--- src/adc_params.svh ---
`ifndef ADC_PARAMS_SVH
`define ADC_PARAMS_SVH

// converter slave address on the bus
`define ADC_I2C_ADDR 7'h48

// longest transaction is the three byte configuration write
`define I2C_MAX_BYTES 3

// clk cycles per quarter SCL period, 10 MHz / (4 * 25) = 100 kHz
`define I2C_QUARTER_DIV 25

// clk cycles from one transaction start to the next
`define SAMPLE_PERIOD 6000

// entries kept in the sample ring
`define SAMPLE_DEPTH 10

// level LED thresholds on the raw 16-bit result
`define LED_HIGH_LEVEL 49152
`define LED_MID_LEVEL 32768

`endif

--- src/adc_pkg.sv ---
package adc_pkg;

	typedef logic [7:0]  i2c_byte_t;     // one bus byte
	typedef logic [6:0]  i2c_addr_t;     // 7-bit slave address
	typedef logic [1:0]  byte_count_t;   // 1 to 3 bytes
	typedef logic [15:0] adc_sample_t;   // first byte read is the upper half
	typedef logic [3:0]  sample_idx_t;
	typedef logic [3:0]  sample_count_t; // 0 to 10

	typedef enum logic [1:0] {
		SEQ_CONFIG,
		SEQ_SET_PTR,
		SEQ_SAMPLE,
		SEQ_WAIT
	} seq_state_t;

	typedef enum logic [3:0] {
		M_IDLE,
		M_START,
		M_ADDR,
		M_ADDR_ACK,
		M_WR_BYTE,
		M_WR_ACK,
		M_RD_BYTE,
		M_RD_ACK,
		M_STOP
	} master_state_t;

endpackage

--- src/i2c_cmd_if.sv ---
`timescale 1ns/10ps
`include "adc_params.svh"

interface i2c_cmd_if;
	import adc_pkg::*;

	logic        start;    // one-cycle request strobe
	logic        rd_nwr;
	i2c_addr_t   addr;
	i2c_byte_t   wr_bytes [0:`I2C_MAX_BYTES-1];
	byte_count_t byte_num;
	i2c_byte_t   rd_bytes [0:`I2C_MAX_BYTES-1]; // held until next start
	logic        done;     // one cycle after stop
	logic        error;    // a missing acknowledge in the last transaction

	modport initiator (
		output start,
		output rd_nwr,
		output addr,
		output wr_bytes,
		output byte_num,
		input  rd_bytes,
		input  done,
		input  error
	);

	modport target (
		input  start,
		input  rd_nwr,
		input  addr,
		input  wr_bytes,
		input  byte_num,
		output rd_bytes,
		output done,
		output error
	);

endinterface

--- src/i2c_master.sv ---
`timescale 1ns/10ps
`include "adc_params.svh"

module i2c_master (
	input  logic         clk,
	input  logic         reset,
	input  logic         scl_in,
	input  logic         sda_in,
	output logic         scl_oe,
	output logic         sda_oe,
	i2c_cmd_if.target    cmd
);
	import adc_pkg::*;

	localparam int DIV_W = $clog2(`I2C_QUARTER_DIV);
	localparam logic [DIV_W-1:0] DIV_LAST = DIV_W'(`I2C_QUARTER_DIV - 1);

	master_state_t    state;
	logic [DIV_W-1:0] div_cnt;
	logic [1:0]       quarter;    // 0,1 SCL low, 2,3 SCL high
	logic             tick;       // end of a quarter
	logic             hold_start;
	logic             bus_free;
	logic [2:0]       bit_cnt;
	byte_count_t      byte_idx;
	logic             last_byte;
	logic             nack_seen;
	logic             sda_drive;

	// request copy and shifter
	logic             rd_nwr_q;
	byte_count_t      byte_num_q;
	i2c_byte_t        wr_q [0:`I2C_MAX_BYTES-1];
	i2c_byte_t        shift_reg;

	assign bus_free   = scl_in & sda_in;
	assign hold_start = (state == M_START) && (quarter == 2'd0) && !bus_free; // wait for idle bus
	assign tick       = (state != M_IDLE) && (div_cnt == DIV_LAST);
	assign last_byte  = (byte_idx == byte_num_q - 2'd1);

	// open drain, 1 pulls the line low
	assign scl_oe = (state != M_IDLE) && (state != M_START) && !quarter[1];
	assign sda_oe = sda_drive;

	always_ff @(posedge clk or posedge reset) begin
		if (reset) begin
			state     <= M_IDLE;
			div_cnt   <= '0;
			quarter   <= 2'd0;
			bit_cnt   <= 3'd0;
			byte_idx  <= '0;
			nack_seen <= 1'b0;
			sda_drive <= 1'b0;
			cmd.done  <= 1'b0;
			cmd.error <= 1'b0;
		end else begin
			cmd.done <= 1'b0;

			if (state == M_IDLE || hold_start || tick)
				div_cnt <= '0;
			else
				div_cnt <= div_cnt + 1'b1;

			if (state == M_IDLE) begin
				quarter   <= 2'd0;
				sda_drive <= 1'b0;
				if (cmd.start) begin
					state     <= M_START;
					nack_seen <= 1'b0;
					byte_idx  <= '0;
					bit_cnt   <= 3'd0;
				end
			end else if (tick) begin
				quarter <= quarter + 2'd1;
				case (quarter)
					2'd0: begin // middle of SCL low, SDA may change
						case (state)
							M_ADDR, M_WR_BYTE: sda_drive <= ~shift_reg[7];
							M_RD_ACK:          sda_drive <= ~last_byte; // NACK on last byte
							M_STOP:            sda_drive <= 1'b1;
							default:           sda_drive <= 1'b0;
						endcase
					end
					2'd1: begin
						if (state == M_START)
							sda_drive <= 1'b1; // SDA falls while SCL high
					end
					2'd2: begin // SCL high midpoint
						if ((state == M_ADDR_ACK || state == M_WR_ACK) && sda_in)
							nack_seen <= 1'b1;
						if (state == M_STOP)
							sda_drive <= 1'b0; // SDA rises while SCL high
					end
					default: begin // end of bit period
						case (state)
							M_START: state <= M_ADDR;
							M_ADDR: begin
								bit_cnt <= bit_cnt + 3'd1;
								if (bit_cnt == 3'd7)
									state <= M_ADDR_ACK;
							end
							M_WR_BYTE: begin
								bit_cnt <= bit_cnt + 3'd1;
								if (bit_cnt == 3'd7)
									state <= M_WR_ACK;
							end
							M_RD_BYTE: begin
								bit_cnt <= bit_cnt + 3'd1;
								if (bit_cnt == 3'd7)
									state <= M_RD_ACK;
							end
							M_ADDR_ACK: begin
								if (nack_seen)
									state <= M_STOP;
								else if (rd_nwr_q)
									state <= M_RD_BYTE;
								else
									state <= M_WR_BYTE;
							end
							M_WR_ACK: begin
								if (nack_seen || last_byte) begin
									state <= M_STOP; // skip remaining bytes on NACK
								end else begin
									byte_idx <= byte_idx + 2'd1;
									state    <= M_WR_BYTE;
								end
							end
							M_RD_ACK: begin
								if (last_byte) begin
									state <= M_STOP;
								end else begin
									byte_idx <= byte_idx + 2'd1;
									state    <= M_RD_BYTE;
								end
							end
							M_STOP: begin
								state     <= M_IDLE;
								cmd.done  <= 1'b1;
								cmd.error <= nack_seen;
							end
							default: state <= M_IDLE;
						endcase
					end
				endcase
			end
		end
	end

	// data path, no reset
	always_ff @(posedge clk) begin
		if (state == M_IDLE && cmd.start) begin
			rd_nwr_q   <= cmd.rd_nwr;
			byte_num_q <= cmd.byte_num;
			wr_q       <= cmd.wr_bytes;
			shift_reg  <= {cmd.addr, cmd.rd_nwr};
		end else if (tick) begin
			case (state)
				M_ADDR, M_WR_BYTE: begin
					if (quarter == 2'd3)
						shift_reg <= {shift_reg[6:0], 1'b0}; // MSB first
				end
				M_ADDR_ACK: begin
					if (quarter == 2'd3)
						shift_reg <= wr_q[0];
				end
				M_WR_ACK: begin
					if (quarter == 2'd3 && !last_byte)
						shift_reg <= wr_q[byte_idx + 2'd1];
				end
				M_RD_BYTE: begin
					if (quarter == 2'd2)
						shift_reg <= {shift_reg[6:0], sda_in};
					if (quarter == 2'd3 && bit_cnt == 3'd7)
						cmd.rd_bytes[byte_idx] <= shift_reg;
				end
				default: ;
			endcase
		end
	end

endmodule

--- src/adc_sequencer.sv ---
`timescale 1ns/10ps
`include "adc_params.svh"

module adc_sequencer (
	input  logic                 clk,
	input  logic                 reset,
	i2c_cmd_if.initiator         cmd,
	output logic                 sample_valid,
	output adc_pkg::adc_sample_t sample
);
	import adc_pkg::*;

	localparam int WAIT_W = $clog2(`SAMPLE_PERIOD);
	// reached PERIOD-1 cycles after start, so the next start lands on PERIOD
	localparam logic [WAIT_W-1:0] WAIT_LAST = WAIT_W'(`SAMPLE_PERIOD - 2);

	seq_state_t        state;
	seq_state_t        next_state; // where the wait goes after a good done
	logic [WAIT_W-1:0] wait_cnt;
	logic              done_seen;
	logic              err_seen;

	always_ff @(posedge clk or posedge reset) begin
		if (reset) begin
			state        <= SEQ_CONFIG;
			next_state   <= SEQ_SET_PTR;
			wait_cnt     <= '0;
			done_seen    <= 1'b0;
			err_seen     <= 1'b0;
			cmd.start    <= 1'b0;
			sample_valid <= 1'b0;
		end else begin
			cmd.start    <= 1'b0;
			sample_valid <= 1'b0;

			if (state != SEQ_WAIT) begin
				cmd.start <= 1'b1; // request fields load on the same edge
				wait_cnt  <= '0;
				done_seen <= 1'b0;
				state     <= SEQ_WAIT;
			end

			case (state)
				SEQ_CONFIG:  next_state <= SEQ_SET_PTR;
				SEQ_SET_PTR: next_state <= SEQ_SAMPLE;
				SEQ_SAMPLE:  next_state <= SEQ_SAMPLE;
				default: begin
					if (wait_cnt != WAIT_LAST)
						wait_cnt <= wait_cnt + 1'b1;
					if (cmd.done) begin
						done_seen    <= 1'b1;
						err_seen     <= cmd.error;
						sample_valid <= cmd.rd_nwr & ~cmd.error;
					end
					if (done_seen && wait_cnt == WAIT_LAST)
						state <= err_seen ? SEQ_CONFIG : next_state; // reconfigure after NACK
				end
			endcase
		end
	end

	// request fields and sample data
	always_ff @(posedge clk) begin
		if (cmd.done)
			sample <= {cmd.rd_bytes[0], cmd.rd_bytes[1]};

		if (state != SEQ_WAIT) begin
			cmd.addr <= `ADC_I2C_ADDR;
			case (state)
				SEQ_CONFIG: begin
					cmd.rd_nwr   <= 1'b0;
					cmd.wr_bytes <= '{8'h01, 8'h42, 8'h83}; // pointer, config msb, config lsb
					cmd.byte_num <= 2'd3;
				end
				SEQ_SET_PTR: begin
					cmd.rd_nwr   <= 1'b0;
					cmd.wr_bytes <= '{8'h00, 8'h00, 8'h00}; // conversion register
					cmd.byte_num <= 2'd1;
				end
				default: begin
					cmd.rd_nwr   <= 1'b1;
					cmd.byte_num <= 2'd2;
				end
			endcase
		end
	end

endmodule

--- src/adc_sample_regs.sv ---
`timescale 1ns/10ps
`include "adc_params.svh"

module adc_sample_regs (
	input  logic                   clk,
	input  logic                   reset,
	input  logic                   sample_valid,
	input  adc_pkg::adc_sample_t   sample,
	input  adc_pkg::sample_idx_t   sample_rd_idx,
	input  logic                   cmd_error,
	output adc_pkg::adc_sample_t   sample_rd_data,
	output adc_pkg::sample_count_t sample_count,
	output logic                   led1,
	output logic                   led2,
	output logic                   led3,
	output logic                   led4
);
	import adc_pkg::*;

	localparam sample_idx_t   LAST_IDX   = sample_idx_t'(`SAMPLE_DEPTH - 1);
	localparam sample_count_t FULL_COUNT = sample_count_t'(`SAMPLE_DEPTH);
	localparam adc_sample_t   HIGH_LEVEL = adc_sample_t'(`LED_HIGH_LEVEL);
	localparam adc_sample_t   MID_LEVEL  = adc_sample_t'(`LED_MID_LEVEL);

	adc_sample_t ring [0:`SAMPLE_DEPTH-1];
	sample_idx_t wr_idx; // next slot, oldest once full

	always_ff @(posedge clk) begin
		if (sample_valid)
			ring[wr_idx] <= sample;
	end

	always_ff @(posedge clk or posedge reset) begin
		if (reset) begin
			wr_idx       <= '0;
			sample_count <= '0;
			led1         <= 1'b0;
			led2         <= 1'b0;
			led3         <= 1'b0;
			led4         <= 1'b0;
		end else begin
			led4 <= cmd_error; // level from the latest done
			if (sample_valid) begin
				wr_idx <= (wr_idx == LAST_IDX) ? '0 : wr_idx + 1'b1;
				if (sample_count != FULL_COUNT)
					sample_count <= sample_count + 1'b1;
				led3 <= (sample > HIGH_LEVEL);
				led2 <= (sample <= HIGH_LEVEL) && (sample > MID_LEVEL);
				led1 <= (sample <= MID_LEVEL);
			end
		end
	end

	// out-of-range index reads zero
	assign sample_rd_data = (sample_rd_idx <= LAST_IDX) ? ring[sample_rd_idx] : '0;

endmodule

--- src/adc_monitor_top.sv ---
`timescale 1ns/10ps

module adc_monitor_top (
	input  logic                   clk,
	input  logic                   reset,
	input  logic                   scl_in,
	input  logic                   sda_in,
	input  adc_pkg::sample_idx_t   sample_rd_idx,
	output logic                   scl_oe,
	output logic                   sda_oe,
	output adc_pkg::adc_sample_t   sample_rd_data,
	output adc_pkg::sample_count_t sample_count,
	output logic                   led1,
	output logic                   led2,
	output logic                   led3,
	output logic                   led4
);
	import adc_pkg::*;

	logic        sample_valid;
	adc_sample_t sample;

	i2c_cmd_if cmd_bus ();

	i2c_master u_master (
		.clk    (clk),
		.reset  (reset),
		.scl_in (scl_in),
		.sda_in (sda_in),
		.scl_oe (scl_oe),
		.sda_oe (sda_oe),
		.cmd    (cmd_bus)
	);

	adc_sequencer u_sequencer (
		.clk          (clk),
		.reset        (reset),
		.cmd          (cmd_bus),
		.sample_valid (sample_valid),
		.sample       (sample)
	);

	adc_sample_regs u_sample_regs (
		.clk            (clk),
		.reset          (reset),
		.sample_valid   (sample_valid),
		.sample         (sample),
		.sample_rd_idx  (sample_rd_idx),
		.cmd_error      (cmd_bus.error),
		.sample_rd_data (sample_rd_data),
		.sample_count   (sample_count),
		.led1           (led1),
		.led2           (led2),
		.led3           (led3),
		.led4           (led4)
	);

endmodule

--- config.mk ---
export PLATFORM = sky130hd
export DESIGN_NAME = adc_monitor_top
export DESIGN_NICKNAME = d
export VERILOG_FILES = /design/src/adc_pkg.sv /design/src/i2c_cmd_if.sv /design/src/i2c_master.sv /design/src/adc_sequencer.sv /design/src/adc_sample_regs.sv /design/src/adc_monitor_top.sv
export VERILOG_INCLUDE_DIRS = /design/src
export SDC_FILE = /design/constraint.sdc
export NUM_CORES = 1
export LEC_CHECK = 0
export BUFFER_PORTS_ARGS = -buffer_cell sky130_fd_sc_hd__buf_2
export CORE_MARGIN = 8
export CORE_UTILIZATION = 55
export CTS_CLUSTER_SIZE = 12
export DETAILED_ROUTE_END_ITERATION = 12
export PLACE_DENSITY = 0.75
export SLEW_MARGIN = 25
export SYNTH_ARGS = -nofsm -noshare
export SYNTH_HDL_FRONTEND = slang
export SYNTH_SLANG_ARGS = --single-unit
--- constraint.sdc ---
create_clock -name clk -period 2.6 [get_ports clk]
set_input_delay 0.13 -clock clk [delete_from_list [all_inputs] [get_ports clk]]
set_output_delay 0.13 -clock clk [all_outputs]
set_load 0.02 [all_outputs]
Word level (Yosys, flattened, before mapping):

Memory sizes are Yosys's and may differ from the RTL's.
Index checks and enable logic that the tools add are counted.

* output and inout bits: 26
* memory bits (writable): 160
* logic and storage cells: 227
* input port bits: 8
* memories kept: 1
* bits in registers: 155

Memories
* u_sample_regs.ring: words 10, width 16, read ports 1, clocked after Yosys merged registers in 0, write ports 1, line adc_sample_regs.sv:25 `` adc_sample_t ring [0:`SAMPLE_DEPTH-1]; ``

* add/sub/neg operators: 8
* reductions and logical operators: 50
* bitwise logic cells: 11
* mux-type cells: 76
* eq/ne operators: 35
* $lt $le $gt $ge: 8

Operators with widths (number)
* 8-bit two-way mux: 8
* 24-bit one-hot mux with 2 select lines: 1
* 4-bit two-way mux: 11
* 13-bit two-way mux: 3
* 16-bit > comparator, second input constant: 2
* 16-bit less-or-equal comparator, second input constant: 2
* 8-bit one-hot mux with 4 select lines: 1
* 4-bit one-hot mux with 7 select lines: 1
* 2-bit two-way mux: 13
* 24-bit bitwise mux: 1
* 1-bit two-way mux: 23
* 3-bit by 1-bit inequality test with 1-bit output, second input constant: 7
* 4-bit AND reduction: 5
* 6-bit AND reduction: 3
* 8-bit binary-select mux with 2-bit select: 1
* 8-bit demux with 2-bit select: 1
* 4-bit by 3-bit == test with 1-bit output, second input constant: 4
* 16-bit two-way mux: 1
* 3-bit two-way mux: 5
* 2-bit nonzero test: 7
* 13-bit by 1-bit adder with 13-bit output, second input constant: 1
* 13-bit == test, second input constant: 1
* 13-bit inequality test, second input constant: 1
* 1-bit logical AND: 12
* other kinds (38): 73

Longest topological paths before layout:

* word-level depth: 9
* mapped depth: 8
* mapped depth without buffers: 7

Hierarchy:

Synthesis repeated with hierarchy kept, for this count alone.

* cell total of the unflattened synthesis: 842
* area total of the unflattened synthesis: 12409.4 sq um

By module, submodules not included
* adc_sample_regs: times used 1, area an instance 6845.3 sq um, cells an instance 398, seq. area each 5104.9 sq um
* i2c_master: times used 1, area an instance 3587.2 sq um, cells an instance 277, seq. area each 2272.2 sq um
* adc_sequencer: times used 1, area an instance 1976.9 sq um, cells an instance 167, seq. area each 1127.3 sq um

Worst setup path before layout:

OpenSTA, ideal clock, no wires.

* kind: register -> register
* start point: reg u_sample_regs.wr_idx[2]
* end point: mem u_sample_regs.ring[0][0] (netlist bit), enable pin
* buffers on the path: 0
* clock period less this slack: 2.470 ns
* required time: 2.191 ns
* arrival: 2.061 ns
* library setup time: 0.409 ns
* path slack: 0.130 ns
* cell stages (with the launch flop): 3
* path through: dfrtp_1 > or3b_2 > nor3_1

RTL lines
* from (decl): line adc_sample_regs.sv:26 `sample_idx_t wr_idx;`
* from (signal assigned): line adc_sample_regs.sv:44 `wr_idx <= (wr_idx == LAST_IDX) ? '0 : wr_idx + 1'b1;`
* to (decl): line adc_sample_regs.sv:25

No word-level cell before the write port.

Worst setup path in the final report:

* start point: reg u_master.state[0]
* end point: reg u_master.byte_idx[1]

* word-level cells in the longest chain between the ends: 5
* elaborated cells between the ends (all ways): 16
* classes of those cells: eq/ne (6); mux (4); reduce/logical (6)

RTL lines
* from (decl): line i2c_master.sv:18 `master_state_t state;`
* from (signal assigned): line i2c_master.sv:47 `state <= M_IDLE;`
* from (signal assigned): line i2c_master.sv:68 `state <= M_START;`
* from (signal assigned): line i2c_master.sv:96 `M_START: state <= M_ADDR;`
* 4-bit by 3-bit == test with 1-bit output: line i2c_master.sv:95 `case (state)`
* 2-bit one-hot mux with 2 select lines: line i2c_master.sv:95
* 2-bit two-way mux: line i2c_master.sv:75 `case (quarter)`
* 2-bit two-way mux: line i2c_master.sv:73 `end else if (tick) begin`
* 2-bit two-way mux: line i2c_master.sv:64 `if (state == M_IDLE) begin`
* to (signal assigned): line i2c_master.sv:124 `byte_idx <= byte_idx + 2'd1;`
* to (signal assigned): line i2c_master.sv:132 `byte_idx <= byte_idx + 2'd1;`
* to (decl): line i2c_master.sv:25 `byte_count_t byte_idx;`

Parallel ways exist; a longest one is shown, timed or not. The select of a mux whose other input is x is not followed.
A chain may end at the register's enable or synchronous reset.

==> flow_summary.ini <==
[routing]
drt_first_iter_violations = 535
wire_per_inst_um = 19.5
routed_via_density = 5.86
drt_pass1_iterations = 6
drc = 0
routed_wl_mm = 20.5
vias = 6172
postRouteAntennaNets = 0

[die]
core_um2 = 19300
dieHeight_um = 156
rows = 51
die_x_um = 156
start_util = 0.557
ios = 34
die-area_um2 = 24300

[layout]
largestRegisters = u_sample_regs.ring (160), u_master.cmd.rd_bytes (16), u_sequencer.sample (16)
multi_input_area_um2 = 2970
top_register = u_sample_regs.ring
fin_area_um2 = 12100
area_growth_pct = 12.7
regArea_um2 = 7570
drive_gt1_frac = 0.175
antenna_cells = 0
fillers = 1405
largest_reg_flops = 160
nets = 794

[timing]
maxSlewHeadroom = 0.467
setup_viol = 0
layout_min_cycle_time_ns = 2.21
drv_slew = 0
hold_ws_ns = 0.120
worst_pin_slew_ns = 0.799
finalCritPeriodShare = 0.852
tns_ns = 0
rsz0062_at_grt = no
worst_slack_ns = 0.385
timing.final.hold_violations = 0
skew_ns = 0.0101
fmax_mhz = 452

[critical_path]
crit_slowest_cell = dfrtp_1
cp.arrival_ns = 2.67
crit_type = reg2reg
cp_data_required_time_ns = 3.05
critPathBufInv = 1
critPathMaxStageDelay_ns = 0.58
worstPathCellList = nor4_4, nand2_2, inv_2, o22ai_2, a31oi_2, mux2i_1
path_max_fanout = 16
crit_family = simple AND/OR/NAND/NOR gates
r2r-start = u_master.state[0]
cp-end-kind = register
cp-start-kind = register
crit_start = u_master.state[0]

[synth]
yosysSeqAreaShare = 0.703
synth.avg_cell_area_um2 = 15.0
mappedNetlistArea_um2 = 10800
synthDistinctLibCells = 57
syn-num-nets = 742
synthArstFlopShare = 0.203
synthCells = 716
synth_enable_flop_cells = 208
yosys_warnings = 0
ys_ff_latch = 261
ys.flop_type = edfxtp_1

[global_routing]
track_usage = 0.172
grt_pass1_vias = 6136
grt_pass1_wl_mm = 33.1
grt.met3_usage = 0.0280
antenna_found_initial = 0
met1_usage = 0.217
grt-ovfl-total = 0
grt-busiest-layer = met2
met2_usage = 0.305
grt_max_degree = 33

[clocking]
insertion_delay_ns = 0.54
cts-buffers-inserted = 27
clk_pin_slew_worst_paths_ns = 0.06
postCtsSetupRepairBufs = 0
clockBufferDepth = 3
cts.sinks = 261
h-tree-depth = 1
cts_tree = built
hold_buffers = 2
cts_root_buf = clkbuf_16
cts-resized-gates = 0

[place]
detailed_place.area_um2 = 11300
post-place-ws_ns = 0.419
port_buffers = 33
hpwl_mm = 12.9
gp_congestion = 0.878

[worst_hold_path]
hp-start = scl_in
worstHoldPathType = in2reg

[run_status]
run_status = finished clean

[power_and_ir_drop]
power_leakage_nw = 4.86
power_density_nw_per_um2 = 669
ir_drop_mv = 0.514

[flow_run]
drv_cap = 0
-- through the flow --
| stage | total power, W | cells | utilization |
|---|---|---|---|
| after floorplan | 0.00463 | 716 | - |
| after detailed placement | 0.00466 | 1002 | 0.584 |
| final | 0.00812 | 1054 | 0.628 |
| after global routing | 0.00838 | 1054 | 0.628 |
| after CTS | 0.00820 | 1054 | 0.628 |
| after global placement | 0.00466 | 1002 | 0.584 |
-- final cells by class --
cell class / instances / area share
well taps: 265 / 0.0273
inverters: 25 / 0.00773
flip-flops and latches: 261 / 0.624
multi-input cells: 399 / 0.245
repair buffers: 54 / 0.0280
clock inverters: 6 / 0.00381
clock buffers: 44 / 0.0642
-- tightest hold or removal path: stages --
cell	delay (ns)
buf_2	0.10
nand2_1	0.05
nand4_1	0.09
nand3_1	0.19
nor2_1	0.06
-- power breakdown --
part | total, W | internal, W | switching (W)
Combinational | 0.000118 | 0.0000400 | 0.0000778
Sequential | 0.00446 | 0.00446 | 0.00000140
Clock | 0.00354 | 0.00205 | 0.00149
Total | 0.00812 | 0.00655 | 0.00157
-- worst paths after layout --
kind / end / slack (ns) / cells after the start
worst max register to register: u_master.byte_idx[1] / 0.39 / 6
worst max-delay path: u_master.byte_idx[1] / 0.39 / 6
min in group asynchronous: u_sample_regs.led3 / 0.24 / 3
worst min register to register: u_sequencer.sample[10] / 0.42 / 0
worst min-delay path: u_master.div_cnt[1] / 0.12 / 5
max in group asynchronous: u_master.div_cnt[2] / 1.70 / 4
-- metal layers --
metal / wire length, um / vias to the layer above
li1: - / 2833
met1: 8240 / 3092
met2: 10700 / 209
met3: 1140 / 38
met4: 432 / 0
met5: 0 / -
-- layout by cell type (no fill, tap or decap), drive strengths merged, types with 7 or more instances in the layout --
| master | n |
|---|---|
| nor2b | 8 |
| a21oi | 33 |
| ha | 18 |
| nor4 | 8 |
| nand4 | 10 |
| nor3 | 11 |
| nor2 | 57 |
| mux4 | 32 |
| mux2i | 20 |
| o21ai | 52 |
| edfxtp | 208 |
| inv | 26 |
| clkbuf | 44 |
| buf | 52 |
| xor2 | 7 |
| nand2 | 44 |
| nand3 | 33 |
| dfrtp | 52 |
| and3 | 9 |
-- cells in the mapped netlist (3+ instances only) --
master	n	area, um^2
edfxtp_1	208	6250
ha_1	18	225
clkbuf_1	20	75.1
buf_2	8	40.0
o21ai_0	51	255
a21oi_1	33	165
nor3_1	11	55.1
inv_1	24	90.1
xnor2_1	5	43.8
nor2_1	57	214
nand3_1	33	165
mux4_2	32	721
nor2b_1	8	50.1
and3_1	9	56.3
xor2_1	7	61.3
and2_1	3	18.8
nand3b_1	4	30.0
nor4_1	7	43.8
dfrtp_1	52	1300
mux2_2	3	33.8
nand2_1	43	161
nand2b_1	6	37.5
mux2i_1	20	200
nand4_1	10	62.6
-- kinds of logic (layout without fill, tap and decap cells) --
group,Yosys count,in the layout,share of synthesized area
DFF,261,261,0.703
and+or+nand+nor,204,204,0.0945
AOI/OAI and AO/OA,110,110,0.0610
buffers and inverters,56,129,0.0218
muxes,55,55,0.0887
adders and majority gates,18,18,0.0209
xor gates and xnor gates,12,12,0.00976
No activity file was read; power rests on OpenSTA's default activity.
